<file path="src/hdl/rv_pkg.sv">
// shared rv64i types and bus structs; memory is one 64-bit word per 8 bytes, doubleword data only
package rv_pkg;

    typedef logic [63:0] xlen_t;     // data word or byte address
    typedef logic [31:0] inst_t;     // one instruction word
    typedef logic [4:0]  reg_idx_t;  // register number x0..x31

    localparam xlen_t RESET_PC = 64'h0;            // first fetch address
    localparam inst_t NOP_INST = 32'h0000_0013;    // addi x0,x0,0

    // major opcodes of the kept instructions
    localparam logic [6:0] OPC_LUI    = 7'b0110111;
    localparam logic [6:0] OPC_AUIPC  = 7'b0010111;
    localparam logic [6:0] OPC_OP     = 7'b0110011;
    localparam logic [6:0] OPC_OP_IMM = 7'b0010011;
    localparam logic [6:0] OPC_LOAD   = 7'b0000011;
    localparam logic [6:0] OPC_STORE  = 7'b0100011;
    localparam logic [6:0] OPC_BRANCH = 7'b1100011;
    localparam logic [6:0] OPC_JAL    = 7'b1101111;

    typedef enum logic [3:0] {
        ALU_ADD,
        ALU_SUB,
        ALU_AND,
        ALU_OR,
        ALU_XOR,
        ALU_SLT,   // signed
        ALU_SLTU,
        ALU_SLL,
        ALU_SRL,
        ALU_SRA,
        ALU_PASS_B // b straight through
    } alu_op_e;

    typedef enum logic [1:0] {
        FETCH_IDLE,
        FETCH_BUSY,  // fetch cycle on the bus, data wanted
        FETCH_DROP   // fetch cycle on the bus, data thrown away after redirect
    } fetch_state_e;

    typedef enum logic {
        LSU_IDLE,
        LSU_BUSY
    } lsu_state_e;

    // wishbone classic request from a master
    typedef struct packed {
        logic  cyc;
        logic  stb;
        logic  we;
        xlen_t adr;
        xlen_t dat;
    } wb_req_t;

    // wishbone classic response from a slave
    typedef struct packed {
        logic  ack;
        xlen_t dat;  // read data, valid with ack
    } wb_rsp_t;

endpackage

</file>
<file path="src/hdl/reg_file.sv">
// 32 x 64 register file, combinational reads, write at the clock edge, no write-to-read bypass
`timescale 1ns/1ps

module reg_file import rv_pkg::*; (
    input  logic     clk_1hz,
    input  logic     reset_n,
    input  reg_idx_t rs1,
    input  reg_idx_t rs2,
    input  reg_idx_t rd,
    input  logic     wen,
    input  xlen_t    wdata,
    output xlen_t    rdata1,
    output xlen_t    rdata2
);

    xlen_t regs [32];  // entry 0 never written

    always_ff @(posedge clk_1hz or negedge reset_n) begin
        if (!reset_n) begin
            for (int i = 0; i < 32; i++) regs[i] <= '0;
        end else if (wen && (rd != '0)) begin
            regs[rd] <= wdata;   // writes to x0 dropped
        end
    end

    assign rdata1 = (rs1 == '0) ? '0 : regs[rs1];  // x0 reads zero
    assign rdata2 = (rs2 == '0) ? '0 : regs[rs2];

endmodule

</file>
<file path="config.mk">
export PLATFORM = sky130hd
export DESIGN_NAME = reg_file
export DESIGN_NICKNAME = d
export VERILOG_FILES = /design/src/hdl/rv_pkg.sv /design/src/hdl/reg_file.sv
export SDC_FILE = /design/constraint.sdc
export NUM_CORES = 2
export LEC_CHECK = 0
export BUFFER_PORTS_ARGS = -buffer_cell sky130_fd_sc_hd__buf_2
export CAP_MARGIN = 25
export CORE_MARGIN = 2
export CORE_UTILIZATION = 48
export DETAILED_ROUTE_END_ITERATION = 7
export SYNTH_ARGS = -nofsm -noshare
export SYNTH_HDL_FRONTEND = slang
export SYNTH_SLANG_ARGS = --single-unit
</file>
<file path="constraint.sdc">
create_clock -name clk_1hz -period 3.1 [get_ports clk_1hz]
set_clock_uncertainty 0.1 [all_clocks]
set_input_delay 0 -clock clk_1hz [delete_from_list [all_inputs] [get_ports clk_1hz]]
set_output_delay 0 -clock clk_1hz [all_outputs]
set_load 0.05 [all_outputs]
</file>
==> metrics.md <==
| Metric | Value |
|---|---|
| Status | finished clean |
| Util after Layout | 55.0% |
| YS warnings | 0 |
| Clk_lat worst skew | 0.88 ns |
| Fin nets | 7,076 |
| Final hold vios | 0 |
| Largest net degree at the start of global routing | 114 |
| # setup viols final | 0 |
| Post-synth EDFFs | 0 |
| Die Wd | 479 um |
| First-pass GRT wire length | 511,000 um |
| IO buf count | 209 |
| Async S/R FF share, synth | 100% |
| Post-Place Setup Slack | 0.0931 ns |
| Num CTS Buffers | 224 |
| Crit path DAT | 2.94 ns |
| Setup TNS | 0 ns |
| Critical-path maximum fanout | 3 |
| DRT Pass-1 Iters | 7 |
| Synth Flop Type | dfrtp_1 |
| Worst-Margin Slew | 1.06 ns |
| Die height | 479 um |
| CP Cell Sequence | mux4_2 -> mux2i_1 -> o22a_1 -> o221ai_1 -> buf_12 |
| Max-capacitance violation count | 0 |
| Max incr delay on CP | 0.48 ns |
| Antenna violations before repair | 16 |
| Switching share of power | 28.1% |
| Worst vdd ir | 0.652 mV |
| Min-Delay Path Class | in -> reg |
| DRT antenna net count | 0 |
| Post-CTS setup buffers | 0 |
| Starting Density | 48.3% |
| Setup ws final | 0.0617 ns |
| Internal Pwr Total | 59,000 uW |
| Core Rows | 174 |
| Crit path time final | 3.04 ns |
| Fmax | 329 MHz |
| Syn_area_per_cell | 15.6 sq um |
| Die area | 0.230 sq mm |
| Vias in the first global route | 70,500 |
| Slowest CP cell | mux4_2 |
| Largest regs | regs: 2048 flops |
| Fin crit share | 98.0% |
| Sequential cell area | 0.0512 sq mm |
| IO Count | 210 |
| Post-Route WL | 351,000 um |
| Slew Limit Fails | 0 |
| Count of state elements after synthesis | 2,048 |
| Post-Syn Nets | 7,045 |
| GRT Resource Usage Total | 30.6% |
| Share of layout cells above drive strength 1 | 54.9% |
| Gr ovfl total | 0 |
| CTS clock-pin slew for the worst setup and hold paths | 0.06 ns |
| Critical Path RT | 3.00 ns |
| Power density over cell area | 664 mW/mm^2 |
| Max-Slew Margin vs Limit | 29.2% |
| Post-Syn Area | 0.108 sq mm |
| Max Root-Sink Buffers | 3 |
| Seq pwr share | 43.2% |
| Top cells by count, synth | dfrtp_1 (2,048), mux2_2 (2,008), mux4_2 (968), mux2i_1 (520), clkbuf_1 (434) |
| Post-synth top area share | 47.3% |
| Comb pwr share | 22.1% |
| Max FFs per register | 2,048 |
| Net Sw Power | 23,100 uW |
| CTS root buffer | clkbuf_16 |
| Via count | 67,000 |
| H-tree Lvls | 4 |
| Sequential fraction of the synthesis area | 47.3% |
| Placeable Area | 0.225 sq mm |
| DRC | 0 |
| Count leader, synth | dfrtp_1 |
| Avg WL per Cell | 34.5 um |
| Synth cell types | 48 |
| Leading area contributor after synthesis | dfrtp_1 |
| Critical path endpoint category | output port |
| Via-to-Cell Ratio | 6.59 |
| Biggest register | regs |
| Post-DP HPWL | 205,000 um |
| CTS tree | built |
| Starting DRT DRC Count | 5,696 |
| Setup CP Type | reg -> out |
| CP Launch Type | register |
| Leakage Power | 0.0540 uW |
| Routability cong. | 0.811 |
| RSZ-0062 raised after global routing | false |
| Multi-input combinational cell area | 0.0540 sq mm |
| Clk network pwr share | 34.6% |
| P&R area growth vs syn | 14.1% |
| Synth top area cells | dfrtp_1 (47%), mux2_2 (21%), mux4_2 (20%), mux2i_1 (4.8%), clkbuf_1 (1.5%) |
| Fillers | 18,100 |
| Gate Count Post-Synth | 6,963 |
| Clock sinks | 2,048 |
## repair_timing
action,in CTS,in global routing
hold endpoints to repair,4032,0
gates resized for setup,4,1
hold buffers,77,0
endpoints found under the setup margin,4,1
## placed cells by master, fill, tap and decap left out, drive strengths merged, types with 4 or more instances in the layout
| cell type | count |
|---|---|
| nor2b | 39 |
| clkbuf | 330 |
| mux2i | 520 |
| o22ai | 182 |
| nand2 | 40 |
| a2111oi | 9 |
| o31ai | 5 |
| or4 | 4 |
| a211o | 13 |
| o221ai | 12 |
| clkinvlp | 5 |
| dfrtp | 2048 |
| a22oi | 26 |
| nor3 | 21 |
| nor2 | 31 |
| buf | 534 |
| diode | 4 |
| a211oi | 14 |
| nor4 | 13 |
| nand3 | 9 |
| o22a | 17 |
| o32ai | 4 |
| bufinv | 26 |
| and3 | 5 |
| o211ai | 4 |
| or3 | 4 |
| a21oi | 13 |
| mux2 | 2022 |
| clkinv | 47 |
| mux4 | 968 |
| and2 | 9 |
| or2 | 74 |
| a31o | 13 |
| a22o | 11 |
| inv | 6 |
| nand2b | 14 |
| dlygate4sd3 | 76 |
## routing by layer
metal,part of all wire [%],global-route usage (%)
met5,0.0068,0
met4,3.9,10.9
met3,5.6,4.62
met2,49,50.7
met1,41,41.3
## power by group through the flow
stage               clock, uW  sequential [uW]  combinational (uW)
floorplan                   0            34500               13700
global placement            0            35400               17800
detailed placement          0            35800               18200
CTS                     28900            35300               18300
global route            30000            36100               19300
finish                  28500            35500               18200
## per-stage QoR
stage / hold WS (ns) / cell area (sq um) / power [uW] / instances
global route: 0.209 / 124000 / 85500 / 10200
finish: 0.184 / 124000 / 82200 / 10200
floorplan: -0.396 / 108000 / 48200 / 6963
detailed placement: 0.00547 / 115000 / 54000 / 9683
CTS: 0.133 / 124000 / 82600 / 10200
global placement: -0.0110 / 115000 / 53200 / 9679
## logic make-up after synthesis
family	count (synthesis)	synth area share [%]
muxes	3510	45.9
DFF	2048	47.3
buffers and inverters	807	3.28
AOI/OAI and AO/OA	328	2.14
and+or+nand+nor	270	1.41
## path summary, 6_finish.rpt
| path | startpoint | endpoint | slack, ns | cells after the start |
|---|---|---|---|---|
| worst max-delay path | regs[1051] | rdata1[27] | 0.06 | 5 |
| worst min-delay path | wdata[7] | regs[647] | 0.18 | 3 |
| worst max register to register | regs[1648] | regs[1648] | 2.17 | 1 |
| worst min register to register | regs[2036] | regs[2036] | 0.28 | 0 |
| max in group asynchronous | reset_n | regs[1508] | 1.61 | 5 |
| min in group asynchronous | reset_n | regs[1737] | 0.51 | 4 |
## worst max-delay path: cells and delay by family, from the launching register on
family | cells | cell delay (ns)
mux | 2 | 0.73
flops | 1 | 0.39
buf+inv | 1 | 0.34
compound gates | 2 | 0.60
## layout make-up
| cell class | instances | share of cell area [%] |
|---|---|---|
| multi-input combinational | 4108 | 43.6 |
| timing repair buffer | 612 | 5.57 |
| clock inverter | 84 | 1.02 |
| antenna | 4 | 0.00809 |
| sequential | 2048 | 41.4 |
| clock buffer | 328 | 5.31 |
| tap | 2992 | 3.03 |
Note: power is estimated with default switching activity, not from simulation.
