`config.mk`:
```
export PLATFORM = sky130hd
export DESIGN_NAME = load_store_unit
export DESIGN_NICKNAME = d
export VERILOG_FILES = /design/src/hdl/rv_pkg.sv /design/src/hdl/load_store_unit.sv
export SDC_FILE = /design/constraint.sdc
export NUM_CORES = 1
export LEC_CHECK = 0
export ABC_AREA = 1
export ABC_CLOCK_PERIOD_IN_PS = 4300
export BUFFER_PORTS_ARGS = -buffer_cell sky130_fd_sc_hd__buf_2
export CAP_MARGIN = 20
export CORE_AREA = 2 2 153 155
export DETAILED_ROUTE_END_ITERATION = 16
export DIE_AREA = 0 0 155 157
export HOLD_SLACK_MARGIN = 0.03
export SLEW_MARGIN = 20
export SYNTH_ARGS = -nofsm -noshare
export SYNTH_HDL_FRONTEND = slang
export SYNTH_SLANG_ARGS = --single-unit
```
`constraint.sdc`:
```
create_clock -name clk_1hz -period 4.3 [get_ports clk_1hz]
set_input_delay 0.215 -clock clk_1hz [delete_from_list [all_inputs] [get_ports clk_1hz]]
set_output_delay 0.215 -clock clk_1hz [all_outputs]
set_load 0.05 [all_outputs]
```
`src/hdl/rv_pkg.sv`:
```
// shared rv64i types and bus structs; memory is one 64-bit word per 8 bytes, doubleword data only
package rv_pkg;

    typedef logic [63:0] xlen_t;     // data word or byte address
    typedef logic [31:0] inst_t;     // one instruction word
    typedef logic [4:0]  reg_idx_t;  // register number x0..x31

    localparam xlen_t RESET_PC = 64'h0;            // first fetch address
    localparam inst_t NOP_INST = 32'h0000_0013;    // addi x0,x0,0

    // major opcodes of the kept instructions
    localparam logic [6:0] OPC_LUI    = 7'b0110111;
    localparam logic [6:0] OPC_AUIPC  = 7'b0010111;
    localparam logic [6:0] OPC_OP     = 7'b0110011;
    localparam logic [6:0] OPC_OP_IMM = 7'b0010011;
    localparam logic [6:0] OPC_LOAD   = 7'b0000011;
    localparam logic [6:0] OPC_STORE  = 7'b0100011;
    localparam logic [6:0] OPC_BRANCH = 7'b1100011;
    localparam logic [6:0] OPC_JAL    = 7'b1101111;

    typedef enum logic [3:0] {
        ALU_ADD,
        ALU_SUB,
        ALU_AND,
        ALU_OR,
        ALU_XOR,
        ALU_SLT,   // signed
        ALU_SLTU,
        ALU_SLL,
        ALU_SRL,
        ALU_SRA,
        ALU_PASS_B // b straight through
    } alu_op_e;

    typedef enum logic [1:0] {
        FETCH_IDLE,
        FETCH_BUSY,  // fetch cycle on the bus, data wanted
        FETCH_DROP   // fetch cycle on the bus, data thrown away after redirect
    } fetch_state_e;

    typedef enum logic {
        LSU_IDLE,
        LSU_BUSY
    } lsu_state_e;

    // wishbone classic request from a master
    typedef struct packed {
        logic  cyc;
        logic  stb;
        logic  we;
        xlen_t adr;
        xlen_t dat;
    } wb_req_t;

    // wishbone classic response from a slave
    typedef struct packed {
        logic  ack;
        xlen_t dat;  // read data, valid with ack
    } wb_rsp_t;

endpackage

```
`src/hdl/load_store_unit.sv`:
```
// one wishbone data cycle per request, whole doublewords only, a new request waits for done
`timescale 1ns/1ps

module load_store_unit import rv_pkg::*; (
    input  logic    clk_1hz,
    input  logic    reset_n,
    input  logic    mem_go,
    input  logic    mem_we,
    input  xlen_t   mem_addr,
    input  xlen_t   mem_wdata,
    output logic    mem_done,
    output xlen_t   mem_rdata,
    output wb_req_t data_req,
    input  wb_rsp_t data_rsp
);

    lsu_state_e state_q;
    logic       we_q;
    xlen_t      adr_q;    // held for the whole cycle
    xlen_t      dat_q;
    xlen_t      rdata_q;  // last load value

    always_ff @(posedge clk_1hz or negedge reset_n) begin
        if (!reset_n) begin
            state_q <= LSU_IDLE;
            we_q    <= 1'b0;
        end else if (state_q == LSU_IDLE) begin
            if (mem_go) begin
                state_q <= LSU_BUSY;
                we_q    <= mem_we;
            end
        end else if (data_rsp.ack) begin
            state_q <= LSU_IDLE;
        end
    end

    always_ff @(posedge clk_1hz) begin
        if ((state_q == LSU_IDLE) && mem_go) begin
            adr_q <= mem_addr;
            dat_q <= mem_wdata;
        end
        if (mem_done) rdata_q <= data_rsp.dat;
    end

    assign data_req.cyc = (state_q == LSU_BUSY);
    assign data_req.stb = (state_q == LSU_BUSY);
    assign data_req.we  = we_q;
    assign data_req.adr = adr_q;
    assign data_req.dat = dat_q;

    assign mem_done  = (state_q == LSU_BUSY) && data_rsp.ack;   // same cycle as ack
    assign mem_rdata = mem_done ? data_rsp.dat : rdata_q;       // live in the ack cycle

endmodule

```
==> results of run 1 <==
per-layer routing:
layer,vias up,part of all wire,GRT usage
li1,2604,-,-
met1,2406,0.38,0.1615
met2,237,0.52,0.2692
met3,21,0.078,0.04901
met4,0,0.016,0.05247
met5,-,0,0
cell usage after synthesis, drive strengths merged:
cell type,n,share of area
nand3,65,0.053
o21ai,1,0.00081
nand2,132,0.080
inv,3,0.0018
edfxtp,128,0.62
dfrtp,2,0.0081
buf,24,0.029
dfxtp,64,0.21
repair_timing:
action,in CTS,in global routing
resized for setup,0,0
hold endpoints to repair,182,0
hold buffers,182,0
worst max-delay path by stage:
stage | to | start | slack (ns)
finish | adr_q[51]$_DFFE_PP_ | state_q$_DFF_PN0_ | 1.86
detailed placement | adr_q[19]$_DFFE_PP_ | state_q$_DFF_PN0_ | 1.81
global placement | adr_q[9]$_DFFE_PP_ | state_q$_DFF_PN0_ | 1.89
global route | adr_q[19]$_DFFE_PP_ | state_q$_DFF_PN0_ | 1.66
floorplan | adr_q[0]$_DFFE_PP_ | state_q$_DFF_PN0_ | 0.63
CTS | adr_q[51]$_DFFE_PP_ | state_q$_DFF_PN0_ | 1.80
layout make-up:
cell class                      count  area, um2  area share
Timing Repair Buffer              577       3806      0.3530
Tap cell                          285      356.6     0.03307
Antenna cell                        3      7.507   0.0006963
Clock inverter                     14      160.2     0.01485
Inverter                            3      16.27    0.001509
Sequential cell                   194       5176      0.4801
Multi-Input combinational cell    198      833.3     0.07729
Clock buffer                       17      425.4     0.03946
state kept, by name (all words and copies together) (netlist names):
name,cells
state_q,1
we_q,1
adr_q,64
rdata_q,64
dat_q,64
cell usage in the layout, fill, tap and decap left out:
| cell | count |
|---|---|
| clkbuf_16 | 17 |
| inv_6 | 5 |
| nand3_1 | 65 |
| buf_2 | 392 |
| inv_12 | 1 |
| inv_1 | 2 |
| clkinv_8 | 3 |
| dlygate4sd3_1 | 182 |
| inv_8 | 3 |
| nand2_1 | 131 |
| nand2_4 | 1 |
| dfxtp_1 | 64 |
| buf_4 | 3 |
| clkinv_4 | 3 |
| edfxtp_1 | 128 |
| dfrtp_1 | 1 |
| diode_2 | 3 |
| dfrtp_2 | 1 |
| o21ai_0 | 1 |
through the flow:
step | hold WS, ns | setup WS, ns | utilization | cells
2_1_floorplan | -0.08059 | 0.6262 | - | 419
3_3_place_gp | 0.004903 | 1.890 | 0.3716 | 1075
3_5_place_dp | 0.003309 | 1.814 | 0.3718 | 1075
4_1_cts | 0.03156 | 1.801 | 0.4788 | 1288
5_1_grt | 0.03585 | 1.661 | 0.4789 | 1289
6_report | 0.04451 | 1.865 | 0.4791 | 1291
cells by family (layout without fill, tap and decap cells):
family / Yosys count / in the layout / synth area share
simple gates: 197 / 197 / 0.1326
flops: 194 / 194 / 0.8362
other cells: 0 / 3 / 0
buf+inv: 27 / 611 / 0.03033
compound gates: 1 / 1 / 0.0008080
critical path: stages (launching register included):
cell and delay [ns]:
dfrtp_2 0.60, inv_1 0.17, nand2_1 0.14, inv_6 0.67, buf_4 0.40
power by group through the flow:
stage / logic (uW) / clock network (uW) / registers, uW
floorplan: 795 / 0 / 2640
global placement: 1420 / 0 / 2350
detailed placement: 1430 / 0 / 2360
CTS: 1560 / 1620 / 2310
global route: 1650 / 1700 / 2340
finish: 1560 / 1570 / 2310
==> flow_metrics.tcl, run 1 <==
set metrics [dict create \
    status "completed" \
    yosys_warnings 0 \
    fp.dieH_um 157 \
    cts_setup_buffers 0 \
    pin_count 393 \
    synth_cell_types 10 \
    max-vdd-ir-drop_v 0.0002662 \
    hold_end "rdata_q[13]$_DFF_P_" \
    tns_ns 0 \
    ant_nets 0 \
    ys_seq_elements 194 \
    reg2reg_slack_ns 1.86 \
    post_dp_cell_area_um2 8367 \
    drive_gt1_frac 0.4277 \
    cap_viol_max_count 0 \
    clk_pin_slew_ns 0.07 \
    core_area_um2 22500 \
    grt_first_pass_wirelength_mm 27.71 \
    skew_ns 0.009568 \
    hold_start "data_rsp[13]" \
    fin_crit_sh 0.5663 \
    num_vias 5268 \
    finalSetupViolations 0 \
    rr_startpoint "state_q$_DFF_PN0_" \
    grt_overflow 0 \
    p_leak_uw 0.004981 \
    arrival_ns 2.54 \
    worstSkewPairLatency_ns 0.43 \
    synth_area_um2 6188 \
    post_drt_wl_per_cell_um 14.79 \
    clockBufferDepth 2 \
    syn_inst 419 \
    io_buffers 392 \
    r2r_end "adr_q[51]$_DFFE_PP_" \
    grt_max_degree 111 \
    grt_use_total 0.1481 \
    initial_core_util 0.2750 \
    area_growth_pct 74.22 \
    syn_nets 616 \
    slew_headroom 0.3140 \
    die_x_um 155 \
    combPwrFrac 0.286 \
    critPathKind "reg -> reg" \
    fin_crit_ns 2.435 \
    num_rows 55 \
    cts_max_level 4 \
    place_hpwl_mm 12.51 \
    drt_iter0_markers 213 \
    intPower_uw 3419 \
    required_ns 4.41 \
    slew_viol_final 0 \
    route.detailed.drc 0 \
    viasPerCell 4.081 \
    first_pass_iters 4 \
    grt_setup_unrepaired "no" \
    avgSynthCellArea_um2 14.77 \
    cp-start-kind "flip-flop" \
    min_delay_path_depth 3 \
    cts_root_buffer "clkbuf_16" \
    total_power_uw 5449 \
    cp-end-kind "flip-flop" \
    dieArea_um2 24340 \
    wirelength_mm 19.09 \
    p_sw_frac 0.3725 \
    gp_congestion 0.7852 \
    layout.nets 1188 \
    p_switching_uw 2030 \
    antenna_found_initial 1 \
    yosysSeqAreaShare 0.8362 \
    fmax_mhz 410.6 \
    final_area_um2 10780 \
    finalHoldViolCount 0 \
    clkSinkCount 194 \
    cts_tree "yes" \
    cts_inserted_buffers 17 \
    cp_max_fo 110 \
    pwr_density_cell_nw_per_um2 505.4 \
    hp-class "in -> reg" \
    fill_cells 1970 \
    power.share.sequential 0.425 \
    grt_pass1_vias 5363 \
    worst_r2r_path_depth 4 \
    clkPwrFrac 0.289 \
    tightest_slew_ns 1.029 \
]
Power figures use the tool's default switching activity.
==> inputs of run 2 (changes only) <==
--- a/config.mk
+++ b/config.mk
@@ -6,12 +6,12 @@
 export NUM_CORES = 1
 export LEC_CHECK = 0
 export ABC_AREA = 1
-export ABC_CLOCK_PERIOD_IN_PS = 4300
+export ABC_CLOCK_PERIOD_IN_PS = 2200
 export BUFFER_PORTS_ARGS = -buffer_cell sky130_fd_sc_hd__buf_2
 export CAP_MARGIN = 20
-export CORE_AREA = 2 2 153 155
+export CORE_AREA = 2 2 151 153
 export DETAILED_ROUTE_END_ITERATION = 16
-export DIE_AREA = 0 0 155 157
+export DIE_AREA = 0 0 153 155
 export HOLD_SLACK_MARGIN = 0.03
 export SLEW_MARGIN = 20
 export SYNTH_ARGS = -nofsm -noshare
==> constraint.sdc (replaced) <==
create_clock -name clk_1hz -period 2.2 [get_ports clk_1hz]
set_input_delay 0.11 -clock clk_1hz [delete_from_list [all_inputs] [get_ports clk_1hz]]
set_output_delay 0.11 -clock clk_1hz [all_outputs]
set_load 0.05 [all_outputs]
==> flow_metrics.tcl, run 2 (synthesized netlist as in run 1, its figures left out) <==
set metrics [dict create \
    status "completed" \
    cts_root_buffer "clkbuf_16" \
    grt_first_pass_wirelength_mm 29.51 \
    cts_resized 0 \
    pin_count 393 \
    layout_common_cells "buf_2 (392), dlygate4sd3_1 (198), nand2_1 (130), edfxtp_1 (128), nand3_1 (65)" \
    layout_commonest_cell "buf_2" \
    clk_pin_slew_ns 0.08 \
    power.share.sequential 0.419 \
    dieArea_um2 23720 \
    fin_crit_sh 0.9055 \
    skew_ns 0.01226 \
    grt_setup_unrepaired "no" \
    cts_setup_buffers 0 \
    p_sw_frac 0.3727 \
    reg2reg_slack_ns 0.21 \
    wirelength_mm 19.66 \
    hp-class "in -> reg" \
    tightest_slew_ns 0.3331 \
    core_area_um2 22230 \
    ant_nets 0 \
    required_ns 2.50 \
    io_buffers 392 \
    cp-end-kind "flip-flop" \
    fin_crit_ns 1.992 \
    reg_top3 "adr_q x64, dat_q x64, rdata_q x64" \
    grt_max_degree 66 \
    cts_max_level 4 \
    post_drt_wl_per_cell_um 15.00 \
    setup_ws_ns 0.2079 \
    gp_congestion 0.7575 \
    clockBufferDepth 2 \
    fp.dieH_um 155 \
    combPwrFrac 0.289 \
    place_hpwl_mm 13.11 \
    initial_core_util 0.2784 \
    cts_tree "yes" \
    cap_viol_max_count 0 \
    fill_cells 1924 \
    slew_headroom 0.7779 \
    slew_viol_final 0 \
    viasPerCell 4.125 \
    cp-start-kind "flip-flop" \
    clkSinkCount 194 \
    p_switching_uw 4019 \
    critPathKind "reg -> reg" \
    fmax_mhz 502.0 \
    grt_overflow 0 \
    arrival_ns 2.29 \
    pre_cts_ws_ns 0.5769 \
    first_pass_iters 4 \
    num_rows 55 \
    grt_use_total 0.1599 \
    pwr_density_cell_nw_per_um2 976.3 \
    route.detailed.drc 0 \
    max-vdd-ir-drop_v 0.0005008 \
    worstSkewPairLatency_ns 0.43 \
    cts_inserted_buffers 17 \
    post-route-util 0.4970 \
    finalHoldViolCount 0 \
    drive_gt1_frac 0.4242 \
    cp_max_fo 14 \
    die_x_um 153 \
    cts_hold_buf 198 \
    drt_iter0_markers 229 \
    num_vias 5404 \
    antenna_found_initial 2 \
    clkPwrFrac 0.292 \
    area_growth_pct 78.51 \
    layout.nets 1207 \
    total_power_uw 10780 \
    intPower_uw 6766 \
    grt_pass1_vias 5621 \
    finalSetupViolations 0 \
    p_leak_uw 0.005087 \
]
## run 2: cell types whose count changed in the layout (fill, tap and decap cells not counted), moves of 2 or more
| cell | previous run | this run |
|---|---|---|
| dlygate4sd3_1 | 182 | 198 |
| buf_12 | 0 | 5 |
| clkinv_4 | 3 | 0 |
| buf_4 | 3 | 1 |
## run 2: final timing paths
kind	cells after the start	to	start
setup / recovery	5	we_q$_DFFE_PN0P_	state_q$_DFF_PN0_
hold / removal	4	rdata_q[13]$_DFF_P_	data_rsp[64]
setup reg to reg	5	we_q$_DFFE_PN0P_	state_q$_DFF_PN0_
hold reg to reg	2	rdata_q[51]$_DFF_P_	rdata_q[51]$_DFF_P_
max in group asynchronous	3	state_q$_DFF_PN0_	reset_n
min in group asynchronous	3	we_q$_DFFE_PN0P_	reset_n
## run 2: metrics by stage
step	cell area [um2]	hold WS, ns	std cells	TNS [ns]
after floorplan	6206	-0.1856	419	-90.70
after global placement	8456	-0.09787	1078	0
after detailed placement	8456	-0.09646	1078	0
after CTS	11040	0.2210	1308	0
after global routing	11040	0.2234	1309	0
final	11050	0.2289	1310	0
## run 2: metal layers
metal,vias to the layer above,share of wire,track usage
met3,24,0.077,0.05571
met1,2482,0.38,0.1736
li1,2643,-,-
met2,255,0.53,0.2949
met4,0,0.015,0.04674
met5,-,0,0
## run 2: power groups by stage
| stage | logic [uW] | clock network [uW] | registers [uW] |
|---|---|---|---|
| 2_1_floorplan | 1560 | 0 | 5160 |
| 3_3_place_gp | 2820 | 0 | 4590 |
| 3_5_place_dp | 2830 | 0 | 4600 |
| 4_1_cts | 3130 | 3240 | 4520 |
| 5_1_grt | 3280 | 3390 | 4560 |
| 6_report | 3120 | 3150 | 4520 |
## run 2: area by class of cell
cell class	count	area [um2]	area share
antenna	2	5.005	0.0004531
clock buffer	18	429.2	0.03885
clock inverter	14	175.2	0.01586
inverter	3	17.52	0.001586
multi-input combinational	198	835.8	0.07566
sequential	194	5176	0.4686
tap	285	356.6	0.03228
timing repair buffer	596	4051	0.3667
## run 2: worst max-delay path: stages, from the launching register on
cell and delay [ns]:
dfrtp_2 0.56, inv_4 0.07, nand3_1 0.08, dlygate4sd3_1 0.56
nand2_1 0.06, dlygate4sd3_1 0.55
