[src/hdl/rv_pkg.sv]
// shared rv64i types and bus structs; memory is one 64-bit word per 8 bytes, doubleword data only
package rv_pkg;

    typedef logic [63:0] xlen_t;     // data word or byte address
    typedef logic [31:0] inst_t;     // one instruction word
    typedef logic [4:0]  reg_idx_t;  // register number x0..x31

    localparam xlen_t RESET_PC = 64'h0;            // first fetch address
    localparam inst_t NOP_INST = 32'h0000_0013;    // addi x0,x0,0

    // major opcodes of the kept instructions
    localparam logic [6:0] OPC_LUI    = 7'b0110111;
    localparam logic [6:0] OPC_AUIPC  = 7'b0010111;
    localparam logic [6:0] OPC_OP     = 7'b0110011;
    localparam logic [6:0] OPC_OP_IMM = 7'b0010011;
    localparam logic [6:0] OPC_LOAD   = 7'b0000011;
    localparam logic [6:0] OPC_STORE  = 7'b0100011;
    localparam logic [6:0] OPC_BRANCH = 7'b1100011;
    localparam logic [6:0] OPC_JAL    = 7'b1101111;

    typedef enum logic [3:0] {
        ALU_ADD,
        ALU_SUB,
        ALU_AND,
        ALU_OR,
        ALU_XOR,
        ALU_SLT,   // signed
        ALU_SLTU,
        ALU_SLL,
        ALU_SRL,
        ALU_SRA,
        ALU_PASS_B // b straight through
    } alu_op_e;

    typedef enum logic [1:0] {
        FETCH_IDLE,
        FETCH_BUSY,  // fetch cycle on the bus, data wanted
        FETCH_DROP   // fetch cycle on the bus, data thrown away after redirect
    } fetch_state_e;

    typedef enum logic {
        LSU_IDLE,
        LSU_BUSY
    } lsu_state_e;

    // wishbone classic request from a master
    typedef struct packed {
        logic  cyc;
        logic  stb;
        logic  we;
        xlen_t adr;
        xlen_t dat;
    } wb_req_t;

    // wishbone classic response from a slave
    typedef struct packed {
        logic  ack;
        xlen_t dat;  // read data, valid with ack
    } wb_rsp_t;

endpackage

[src/hdl/bus_arbiter.sv]
// two masters onto one wishbone classic port with data link priority and no retry or error support
`timescale 1ns/1ps

module bus_arbiter import rv_pkg::*; (
    input  logic    clk_1hz,
    input  logic    reset_n,
    input  wb_req_t fetch_req,
    output wb_rsp_t fetch_rsp,
    input  wb_req_t data_req,
    output wb_rsp_t data_rsp,
    output wb_req_t wb_req,
    input  wb_rsp_t wb_rsp
);

    logic lock_q;      // a granted cycle is still waiting for ack
    logic gnt_data_q;  // owner of the locked cycle
    logic sel_data;    // current owner with 1 for the data link

    // free bus picks data first, else fetch (fetch also when nobody asks)
    assign sel_data = lock_q ? gnt_data_q : data_req.cyc;

    assign wb_req = sel_data ? data_req : fetch_req;

    // ack only to the owner while read data fans out to both
    assign fetch_rsp.ack = wb_rsp.ack && !sel_data;
    assign fetch_rsp.dat = wb_rsp.dat;
    assign data_rsp.ack  = wb_rsp.ack && sel_data;
    assign data_rsp.dat  = wb_rsp.dat;

    always_ff @(posedge clk_1hz or negedge reset_n) begin
        if (!reset_n) begin
            lock_q     <= 1'b0;
            gnt_data_q <= 1'b0;
        end else if (wb_req.cyc && !wb_rsp.ack) begin
            lock_q     <= 1'b1;      // hold owner until the ack
            gnt_data_q <= sel_data;
        end else begin
            lock_q     <= 1'b0;      // released in the ack cycle
        end
    end

    a_stb_needs_cyc: assert property (@(posedge clk_1hz) disable iff (!reset_n)
        wb_req.stb |-> wb_req.cyc);

    // owner and its request held under an open cycle
    a_grant_stable: assert property (@(posedge clk_1hz) disable iff (!reset_n)
        (wb_req.cyc && !wb_rsp.ack) |=> $stable(wb_req));

endmodule

[config.mk]
export PLATFORM = sky130hd
export DESIGN_NAME = bus_arbiter
export DESIGN_NICKNAME = d
export VERILOG_FILES = /design/src/hdl/rv_pkg.sv /design/src/hdl/bus_arbiter.sv
export SDC_FILE = /design/constraint.sdc
export NUM_CORES = 1
export LEC_CHECK = 0
export ABC_AREA = 1
export BUFFER_PORTS_ARGS = -buffer_cell sky130_fd_sc_hd__clkbuf_2
export CELL_PAD_IN_SITES_DETAIL_PLACEMENT = 0
export CELL_PAD_IN_SITES_GLOBAL_PLACEMENT = 1
export CORE_AREA = 2 2 230 232
export DETAILED_ROUTE_END_ITERATION = 7
export DIE_AREA = 0 0 232 234
export PLACE_DENSITY = 0.44
export SYNTH_ARGS = -nofsm -noshare
export SYNTH_HDL_FRONTEND = slang
export SYNTH_SLANG_ARGS = --single-unit
[constraint.sdc]
create_clock -name clk_1hz -period 2.4 [get_ports clk_1hz]
set_input_delay 0.36 -clock clk_1hz [delete_from_list [all_inputs] [get_ports clk_1hz]]
set_output_delay 0.36 -clock clk_1hz [all_outputs]
set_load 0.005 [all_outputs]
==> results of run 1 <==
how the worst min path moves through the flow:
stage,start,end,cells past startpoint
final,reset_n,gnt_data_q,2
after global routing,reset_n,gnt_data_q,2
after CTS,reset_n,gnt_data_q,2
after detailed placement,reset_n,gnt_data_q,1
after global placement,reset_n,lock_q,1
after floorplan,reset_n,gnt_data_q,0
synthesized netlist by cell type:
master	instances	area, um2
nand2_1	396	1490
buf_4	129	968
buf_2	12	60.1
buf_6	10	113
clkbuf_1	5	18.8
inv_1	3	11.3
dfrtp_1	2	50.1
nand3_1	2	10.0
nor2_1	2	7.51
inv_2	1	3.75
nand2_2	1	6.26
o21ai_0	1	5.00
timing repair:
action	CTS	global route
hold buffers	1	0
endpoints found under the hold margin	2	0
setup buffers	0	0
cells in the final DEF, fill, tap and decap left out, types with 2 or more instances in the layout:
cell type | synthesis | layout
buf_12 | 0 | 4
buf_4 | 129 | 4
clkbuf_16 | 0 | 3
clkbuf_2 | 0 | 397
dfrtp_1 | 2 | 2
inv_1 | 3 | 3
nand2_1 | 396 | 396
nand3_1 | 2 | 2
nor2_1 | 2 | 2
cell families (layout without fill, tap and decap cells):
logic type | count (synthesis) | after routing | share of synthesized area [%]
simple gates | 401 | 401 | 55.1
buf+inv | 160 | 413 | 42.9
flops | 2 | 2 | 1.83
compound gates | 1 | 1 | 0.182
state kept, by name, summed over array words and instances, names as in the netlist:
name        count
lock_q          1
gnt_data_q      1
through the flow:
stage | instance area, um2 | std cells | hold slack (ps)
floorplan | 2740 | 564 | 64.4
global placement | 4550 | 1501 | 179
detailed placement | 4550 | 1501 | 181
CTS | 4630 | 1505 | 516
global route | 4630 | 1505 | 525
finish | 4630 | 1505 | 502
routing by layer:
metal  vias to the layer above  track usage, %  wire, um
li1                       2042               -         -
met1                      1657            3.91      4490
met2                       361            9.50      7620
met3                        64            2.30      2190
met4                         4            3.17       780
met5                         -               0        23
where the power goes:
part           total [mW]  switching [mW]  internal, mW  leakage [nW]
sequential         0.0422         0.00274        0.0394        0.0253
clock               0.248          0.0358         0.212        0.0370
combinational        1.17           0.635         0.538          2.91
total                1.46           0.674         0.789          2.97
area by class of cell:
class | instances | area (um2) | share of cell area, %
clock buffer | 3 | 75.1 | 1.62
inverter | 4 | 17.5 | 0.378
multi-input combinational | 402 | 1520 | 32.8
sequential | 2 | 50.0 | 1.08
tap | 688 | 861 | 18.6
timing repair buffer | 406 | 2110 | 45.5
worst register-to-register path, delay by kind of cell (launching register included):
family                 cells  cell delay, ps
AND/OR/NAND/NOR            4             410
flip-flops                 1             360
buffers and inverters      2             330
==> results_dict.tcl, run 1 <==
set metrics [dict create \
    worst-path-buf-inv 4 \
    cp_max_fo 51 \
    ys_types 12 \
    fin_tns_setup_ps 0 \
    start_util_pct 5.27 \
    outcome "finished clean" \
    synth.avg_cell_area_um2 4.86 \
    gr-total-overflow 0 \
    cp-end-kind "output pin" \
    drive_above_1_share_pct 50.2 \
    core_um2 52000 \
    n_antenna_cell 0 \
    skew_ps 0.375 \
    crit_family "buffers and inverters" \
    worstPathCellList "inv_1 > nand2_1 > nand2_4 > buf_12 > buf_4 > nand2_1 > nand2_1 > clkbuf_2" \
    drtIter0Drc 90 \
    grtUsageTotal_pct 4.90 \
    vias 4128 \
    grt_pass1_wl_um 20000 \
    crit_end "wb_req[57]" \
    dieArea_um2 54300 \
    vias_per_cell 2.74 \
    fmax_mhz 517 \
    cp_num_cells 8 \
    die_w_um 232 \
    cts_buffers 3 \
    final_nets 1148 \
    grt_pass1_vias 3856 \
    reg2reg_to "gnt_data_q" \
    grt_start_max_net_pins 69 \
    rsz0062_at_grt "false" \
    dpl_worst_slack_ps 545 \
    utilization_pct 8.90 \
    setup_viol 0 \
    port-buffer-count 397 \
    cts_buffer_depth 2 \
    first_pass_iters 4 \
    synthCells 564 \
    start_kind "register" \
    finalMaxSlewViolations 0 \
    pin_count 590 \
    htree_levels 1 \
    fin_crit_ps 1940 \
    power_leakage_nw 2.97 \
    clock_latency_ps 220 \
    drt-total-wl_um 15100 \
    slowest_stage "dfrtp_1" \
    cts_num_sinks 2 \
    num-fill-cells 6295 \
    power_mw 1.46 \
    cp.arrival_ps 1580 \
    fin_ws_ps 465 \
    critPathMostFrequentCell "nand2_1" \
    hpwl_um 13200 \
    syn_nets 893 \
    maxCapViolCount 0 \
    yosysWarnings 0 \
    p_per_area_nw_per_um2 316 \
    slew_headroom_pct 77.4 \
    cts_tree "yes" \
    row_count 84 \
    synth-seq-cells 2 \
    cpPeakStageDelay_ps 360 \
    synthesis.area_um2 2740 \
    drtAntennaViolNets 0 \
    required_ps 2040 \
    peakVddDrop_mv 0.194 \
    area_growth_syn_to_layout_pct 69.0 \
    path_clk_slew_ps 30 \
    antenna_found_initial 2 \
    tightest_slew_ps 339 \
    gp_congestion 0.731 \
    ctsResizeCount 0 \
    root_buffer "clkbuf_16" \
    worstReg2RegStart "lock_q" \
    fin_crit_sh_pct 80.6 \
    seq_area_frac_synth_pct 1.83 \
    drc 0 \
    cp-startpoint "lock_q" \
    die_h_um 234 \
    final-hold-violation-count 0 \
    reg2reg_depth 6 \
    wire_per_inst_um 10.0 \
    hold_path_class "in -> async" \
    regToRegSetupSlack_ps 1240 \
    critical_path_class "reg -> out" \
]
(Power assumes the default switching activity.)
==> run 2, diff against run 1 <==
==> config.mk (replaced) <==
export PLATFORM = sky130hd
export DESIGN_NAME = bus_arbiter
export DESIGN_NICKNAME = d
export VERILOG_FILES = /design/src/hdl/rv_pkg.sv /design/src/hdl/bus_arbiter.sv
export SDC_FILE = /design/constraint.sdc
export NUM_CORES = 1
export LEC_CHECK = 0
export ABC_AREA = 0
export BUFFER_PORTS_ARGS = -buffer_cell sky130_fd_sc_hd__clkbuf_2
export CELL_PAD_IN_SITES_DETAIL_PLACEMENT = 0
export CELL_PAD_IN_SITES_GLOBAL_PLACEMENT = 1
export CORE_AREA = 2 2 229 231
export DETAILED_ROUTE_END_ITERATION = 7
export DIE_AREA = 0 0 231 233
export PLACE_DENSITY = 0.42
export SYNTH_ARGS = -nofsm -noshare
export SYNTH_HDL_FRONTEND = slang
export SYNTH_SLANG_ARGS = --single-unit
==> constraint.sdc (replaced) <==
create_clock -name clk_1hz -period 1.7 [get_ports clk_1hz]
set_input_delay 0.255 -clock clk_1hz [delete_from_list [all_inputs] [get_ports clk_1hz]]
set_output_delay 0.255 -clock clk_1hz [all_outputs]
set_load 0.005 [all_outputs]
==> run 2 against run 1 <==
  * Clock skew about the same
  * Sequential power grew 45%
  * The flow now finishes with violations (setup timing)
  * Cell area rose by 18%
  * Critical path type unchanged
  * Via count fell by 18%
  * Clock power grew 42%
  * Sequential share of layout area shrank 0.17 points
  * Register-to-register slack got worse by 690 ps
  * Worst hold slack got worse by 220 ps
  * Synthesized cell count down 49%
==> results_dict.tcl, run 2 <==
set metrics [dict create \
    cp_max_fo 19 \
    port-buffer-count 397 \
    wire_per_inst_um 14.2 \
    synth-edff-count 0 \
    finalMaxSlewViolations 0 \
    whs_path_depth 2 \
    yosysTopAreaCell "buf_4" \
    area_growth_syn_to_layout_pct 106 \
    hold_path_class "in -> reg" \
    drc 0 \
    yosysWarnings 0 \
    gp_congestion 0.664 \
    final_cell_mix "388 x clkbuf_2, 68 x mux2_4, 45 x mux2_1" \
    peakVddDrop_mv 0.207 \
    hpwl_um 14600 \
    cp-end-kind "output pin" \
    postSynth.asyncResetShare_pct 100 \
    skew_ps 0.149 \
    drive_above_1_share_pct 90.3 \
    cts_num_sinks 2 \
    vias 3367 \
    grtUsageTotal_pct 5.59 \
    start_util_pct 5.21 \
    slowest_stage "dfrtp_1" \
    power_mw 2.53 \
    routedLengthMet1_um 5910 \
    synthCells 286 \
    synth-seq-cells 2 \
    synth_top_area_share_pct 36.4 \
    top_layer "met5" \
    drt-total-wl_um 18000 \
    pin_count 590 \
    cp.arrival_ps 1860 \
    reg2reg_depth 5 \
    final_common_cell "clkbuf_2" \
    drtAntennaViolNets 0 \
    worstPathCellList "mux2i_4 > buf_4 > buf_12 > buf_4 > mux2_1 > clkbuf_2" \
    final_nets 921 \
    die_h_um 233 \
    tightest_slew_ps 183 \
    fin_tns_setup_ps -47450 \
    met3_length_um 2590 \
    root_buffer "clkbuf_16" \
    critical_path_class "reg -> out" \
    maxCapViolCount 0 \
    clock_latency_ps 220 \
    dieArea_um2 53800 \
    cts_buffers 3 \
    power_leakage_nw 2.90 \
    synth.avg_cell_area_um2 9.31 \
    die_w_um 231 \
    grt_start_max_net_pins 20 \
    cts_tree "yes" \
    final_area_um2 5480 \
    synth.most_common_cell "buf_4" \
    postPlaceCellArea_um2 4650 \
    wl_met2_um 9230 \
    vias_per_cell 2.65 \
    row_count 83 \
    rsz0062_at_grt "true" \
    slew_headroom_pct 87.5 \
    ys.flop_type "dfrtp_1" \
    core_um2 51100 \
    path_clk_slew_ps 30 \
    syn_nets 615 \
    critPathMostFrequentCell "buf_4" \
    fin_ws_ps -412 \
    required_ps 1440 \
    final-hold-violation-count 0 \
    seq_area_frac_synth_pct 1.88 \
    drtIter0Drc 37 \
    grt_pass1_wl_um 21400 \
    first_pass_iters 4 \
    start_kind "register" \
    gr-total-overflow 0 \
    p_per_area_nw_per_um2 461 \
    num-fill-cells 5938 \
    fin_crit_sh_pct 124 \
    fmax_mhz 473 \
    fin_crit_ps 2110 \
    synthesis.area_um2 2660 \
    cts_buffer_depth 2 \
    synthTopCellsByCount "129 x buf_4, 78 x mux2_1, 52 x mux2_2" \
    setup_viol 132 \
    outcome "complete, but fails checks" \
    cpPeakStageDelay_ps 390 \
    ys_types 15 \
    htree_levels 1 \
    antenna_found_initial 3 \
    grt_pass1_vias 3411 \
    violations "setup timing" \
    top_regs "gnt_data_q (1), lock_q (1)" \
    synthTopCellsByArea "buf_4 36%, mux2_1 33%, mux2_2 22%" \
    dpl_worst_slack_ps -190 \
]
==> run 2: cell count changes in the layout (fill, tap and decap cells not counted), sizes merged, moves of 2 or more <==
cell | previous run | this run
nand2 | 397 | 2
diode | 0 | 2
buf | 8 | 46
inv | 4 | 0
mux2 | 0 | 130
nand3 | 2 | 0
==> run 2: layout make-up <==
type / instances / area [um2] / share of cell area [%]
Clock buffer: 3 / 75.1 / 1.37
Multi-Input combinational cell: 142 / 1810 / 33.0
Tap cell: 680 / 851 / 15.5
Sequential cell: 2 / 50.0 / 0.913
Timing Repair Buffer: 443 / 2690 / 49.1
Antenna cell: 2 / 5.00 / 0.0913
==> run 2: critical path: cells and delay by family, from the launching register on <==
family	cells	cell delay, ps
buf+inv	4	580
flops	1	390
mux	2	630
==> run 2: cells by family after synthesis <==
| family | Yosys count | share of synthesized area [%] |
|---|---|---|
| AO/OA/AOI/OAI | 2 | 0.517 |
| buffers and inverters | 142 | 40.7 |
| flip-flops | 2 | 1.88 |
| multiplexers | 131 | 55.3 |
| AND/OR/NAND/NOR | 9 | 1.60 |
==> run 2: per-layer routing <==
layer,global-route usage (%),vias up
li1,-,1471
met1,5.16,1484
met2,10.8,394
met3,2.95,16
met4,1.21,2
met5,0,-
==> run 2: stage by stage <==
stage	hold WS, ps	utilization (%)	std cells
after detailed placement	47.7	9.10	1247
after global routing	304	10.7	1272
after global placement	44.0	9.10	1247
final	284	10.7	1272
after floorplan	-40.6	-	286
after CTS	273	10.2	1264
==> run 2: power breakdown <==
group	internal, mW	total [mW]	switching [mW]
Sequential	0.0543	0.0611	0.00676
Clock	0.299	0.352	0.0528
Combinational	1.31	2.11	0.807
Total	1.66	2.53	0.866
==> run 2: worst paths after layout <==
| path | from | to | slack (ps) |
|---|---|---|---|
| min | wb_rsp[64] | lock_q | 280 |
| max reg2reg | lock_q | gnt_data_q | 550 |
| min reg2reg | gnt_data_q | gnt_data_q | 660 |
| max in group asynchronous | reset_n | gnt_data_q | 1230 |
| min in group asynchronous | reset_n | lock_q | 370 |
| max | lock_q | wb_req[106] | -410 |
==> run 2: what timing repair did <==
action | in CTS | in global routing
setup buffers | 10 | 2
resized for setup | 90 | 39
hold buffers | 1 | 0
endpoints found under the hold margin | 2 | 0
endpoints found under the setup margin | 131 | 132
gates cloned | 3 | 5
==> run 3, diff against run 2 <==
--- a/config.mk
+++ b/config.mk
@@ -10,9 +10,11 @@
 export CELL_PAD_IN_SITES_DETAIL_PLACEMENT = 0
 export CELL_PAD_IN_SITES_GLOBAL_PLACEMENT = 1
 export CORE_AREA = 2 2 229 231
+export CTS_BUF_LIST = sky130_fd_sc_hd__clkbuf_8
 export DETAILED_ROUTE_END_ITERATION = 7
 export DIE_AREA = 0 0 231 233
 export PLACE_DENSITY = 0.42
+export SKIP_CTS_REPAIR_TIMING = 1
 export SYNTH_ARGS = -nofsm -noshare
 export SYNTH_HDL_FRONTEND = slang
 export SYNTH_SLANG_ARGS = --single-unit
==> run 3 against run 2 <==
  * The flow still finishes with violations (setup timing)
  * Worst hold slack better by 6.0 ps
  * Non-clock buffer count is 3 lower
  * Critical path depth stayed put
  * Wire length is 5.6% lower
  * Die area stayed put
  * Combinational power is 13% lower
  * Sequential cell count stayed put
  * Sequential power hardly changed
  * Cell area is 7.4% lower
  * Fmax is 0.24% higher
  * Largest cell class unchanged
  * Worst setup slack better by 5.1 ps
==> results_dict.tcl, run 3 (synthesized netlist as in run 2, its figures left out) <==
set metrics [dict create \
    cpPeakStageDelay_ps 390 \
    final_cells 1267 \
    final_cell_mix "386 x clkbuf_2, 59 x mux2_1, 52 x mux2_2" \
    holdWs_ps 290 \
    setup_viol 132 \
    clock_latency_ps 210 \
    critical_path_class "reg -> out" \
    worst-path-buf-inv 4 \
    start_kind "register" \
    top_regs "gnt_data_q (1), lock_q (1)" \
    outcome "complete, but fails checks" \
    pin_count 590 \
    antenna_found_initial 2 \
    p_per_area_nw_per_um2 409 \
    final-hold-violation-count 0 \
    die_w_um 231 \
    n_antenna_cell 0 \
    power_leakage_nw 2.60 \
    gr-total-overflow 0 \
    required_ps 1440 \
    drtAntennaViolNets 0 \
    maxCapViolCount 0 \
    cp-end-kind "output pin" \
    skew_ps 0.948 \
    drt-total-wl_um 17000 \
    root_buffer "clkbuf_8" \
    violations "setup timing" \
    crit_family "multiplexers" \
    htree_levels 1 \
    tightest_slew_ps 222 \
    fin_crit_sh_pct 124 \
    die_h_um 233 \
    min_to "lock_q" \
    final_nets 918 \
    reg2reg_to "gnt_data_q" \
    whs_path_depth 2 \
    core_um2 51100 \
    grtUsageTotal_pct 4.95 \
    row_count 83 \
    drtIter0Drc 20 \
    start_util_pct 5.21 \
    worstReg2RegStart "lock_q" \
    rsz0062_at_grt "true" \
    wire_per_inst_um 13.4 \
    fin_tns_setup_ps -44250 \
    fin_crit_ps 2110 \
    first_pass_iters 3 \
    final_area_um2 5070 \
    postPlaceCellArea_um2 4650 \
    drc 0 \
    worstPathCellList "mux2i_4 > buf_6 > buf_12 > buf_4 > mux2_1 > clkbuf_2" \
    reg2reg_depth 5 \
    grt_pass1_vias 3176 \
    peakVddDrop_mv 0.213 \
    dp_cells 1247 \
    final_common_cell "clkbuf_2" \
    finalMaxSlewViolations 0 \
    slowest_stage "dfrtp_1" \
    slew_headroom_pct 84.9 \
    dieArea_um2 53800 \
    fin_ws_ps -407 \
    grt_start_max_net_pins 38 \
    cts_buffers 3 \
    cts_num_sinks 2 \
    hp-start "wb_rsp[64]" \
    grt_pass1_wl_um 19200 \
    hold_path_class "in -> reg" \
    cts_buffer_depth 2 \
    gp_congestion 0.664 \
    port-buffer-count 397 \
    regToRegSetupSlack_ps 560 \
    drive_above_1_share_pct 87.9 \
    vias 3328 \
    cp_max_fo 19 \
    cts_tree "yes" \
    cp.arrival_ps 1850 \
    vias_per_cell 2.63 \
    area_growth_syn_to_layout_pct 90.5 \
    path_clk_slew_ps 30 \
    fmax_mhz 475 \
    hpwl_um 14600 \
]
==> run 3: stage by stage <==
stage / power [mW] / utilization [%] / setup WS [ps]
final: 2.08 / 9.93 / -407
after global routing: 2.24 / 9.93 / -472
after CTS: 1.83 / 9.18 / -420
after detailed placement: 1.63 / 9.10 / -190
after global placement: 1.64 / 9.10 / -192
after floorplan: 0.972 / - / 21.1
==> run 3: how the worst max path moves through the flow <==
stage | start | endpoint | slack [ps] | depth (start not counted)
2_1_floorplan | lock_q | wb_req[100] | 20 | 4
3_3_place_gp | lock_q | wb_req[93] | -190 | 4
3_5_place_dp | lock_q | wb_req[93] | -190 | 4
4_1_cts | lock_q | wb_req[93] | -420 | 4
5_1_grt | lock_q | wb_req[124] | -470 | 6
6_report | lock_q | wb_req[106] | -410 | 6
==> run 3: layout make-up <==
cell class | instances | area [um2]
repair buffers | 440 | 2510
well taps | 680 | 851
flip-flops and latches | 2 | 50.0
fillers | 5975 | 46000
clock buffers | 3 | 41.3
multi-input cells | 142 | 1620
==> run 3: worst register-to-register path: stages, from the launching register on <==
cell and delay, ps:
dfrtp_1 400, buf_4 150, buf_4 130, nor2_1 120, nand2_1 70, a22o_1 170
==> run 3: where the power goes <==
| group | internal (mW) | switching, mW | total (mW) |
|---|---|---|---|
| clock | 0.150 | 0.0355 | 0.185 |
| combinational | 1.10 | 0.726 | 1.83 |
| sequential | 0.0543 | 0.00657 | 0.0609 |
| total | 1.31 | 0.768 | 2.08 |
==> run 3: per-layer routing <==
metal / wire length (um) / GRT usage (%) / part of all wire, %
met1: 5180 / 4.19 / 30
met2: 8670 / 9.94 / 51
met5: 22 / 0 / 0.13
met4: 489 / 0.685 / 2.9
met3: 2640 / 2.95 / 16
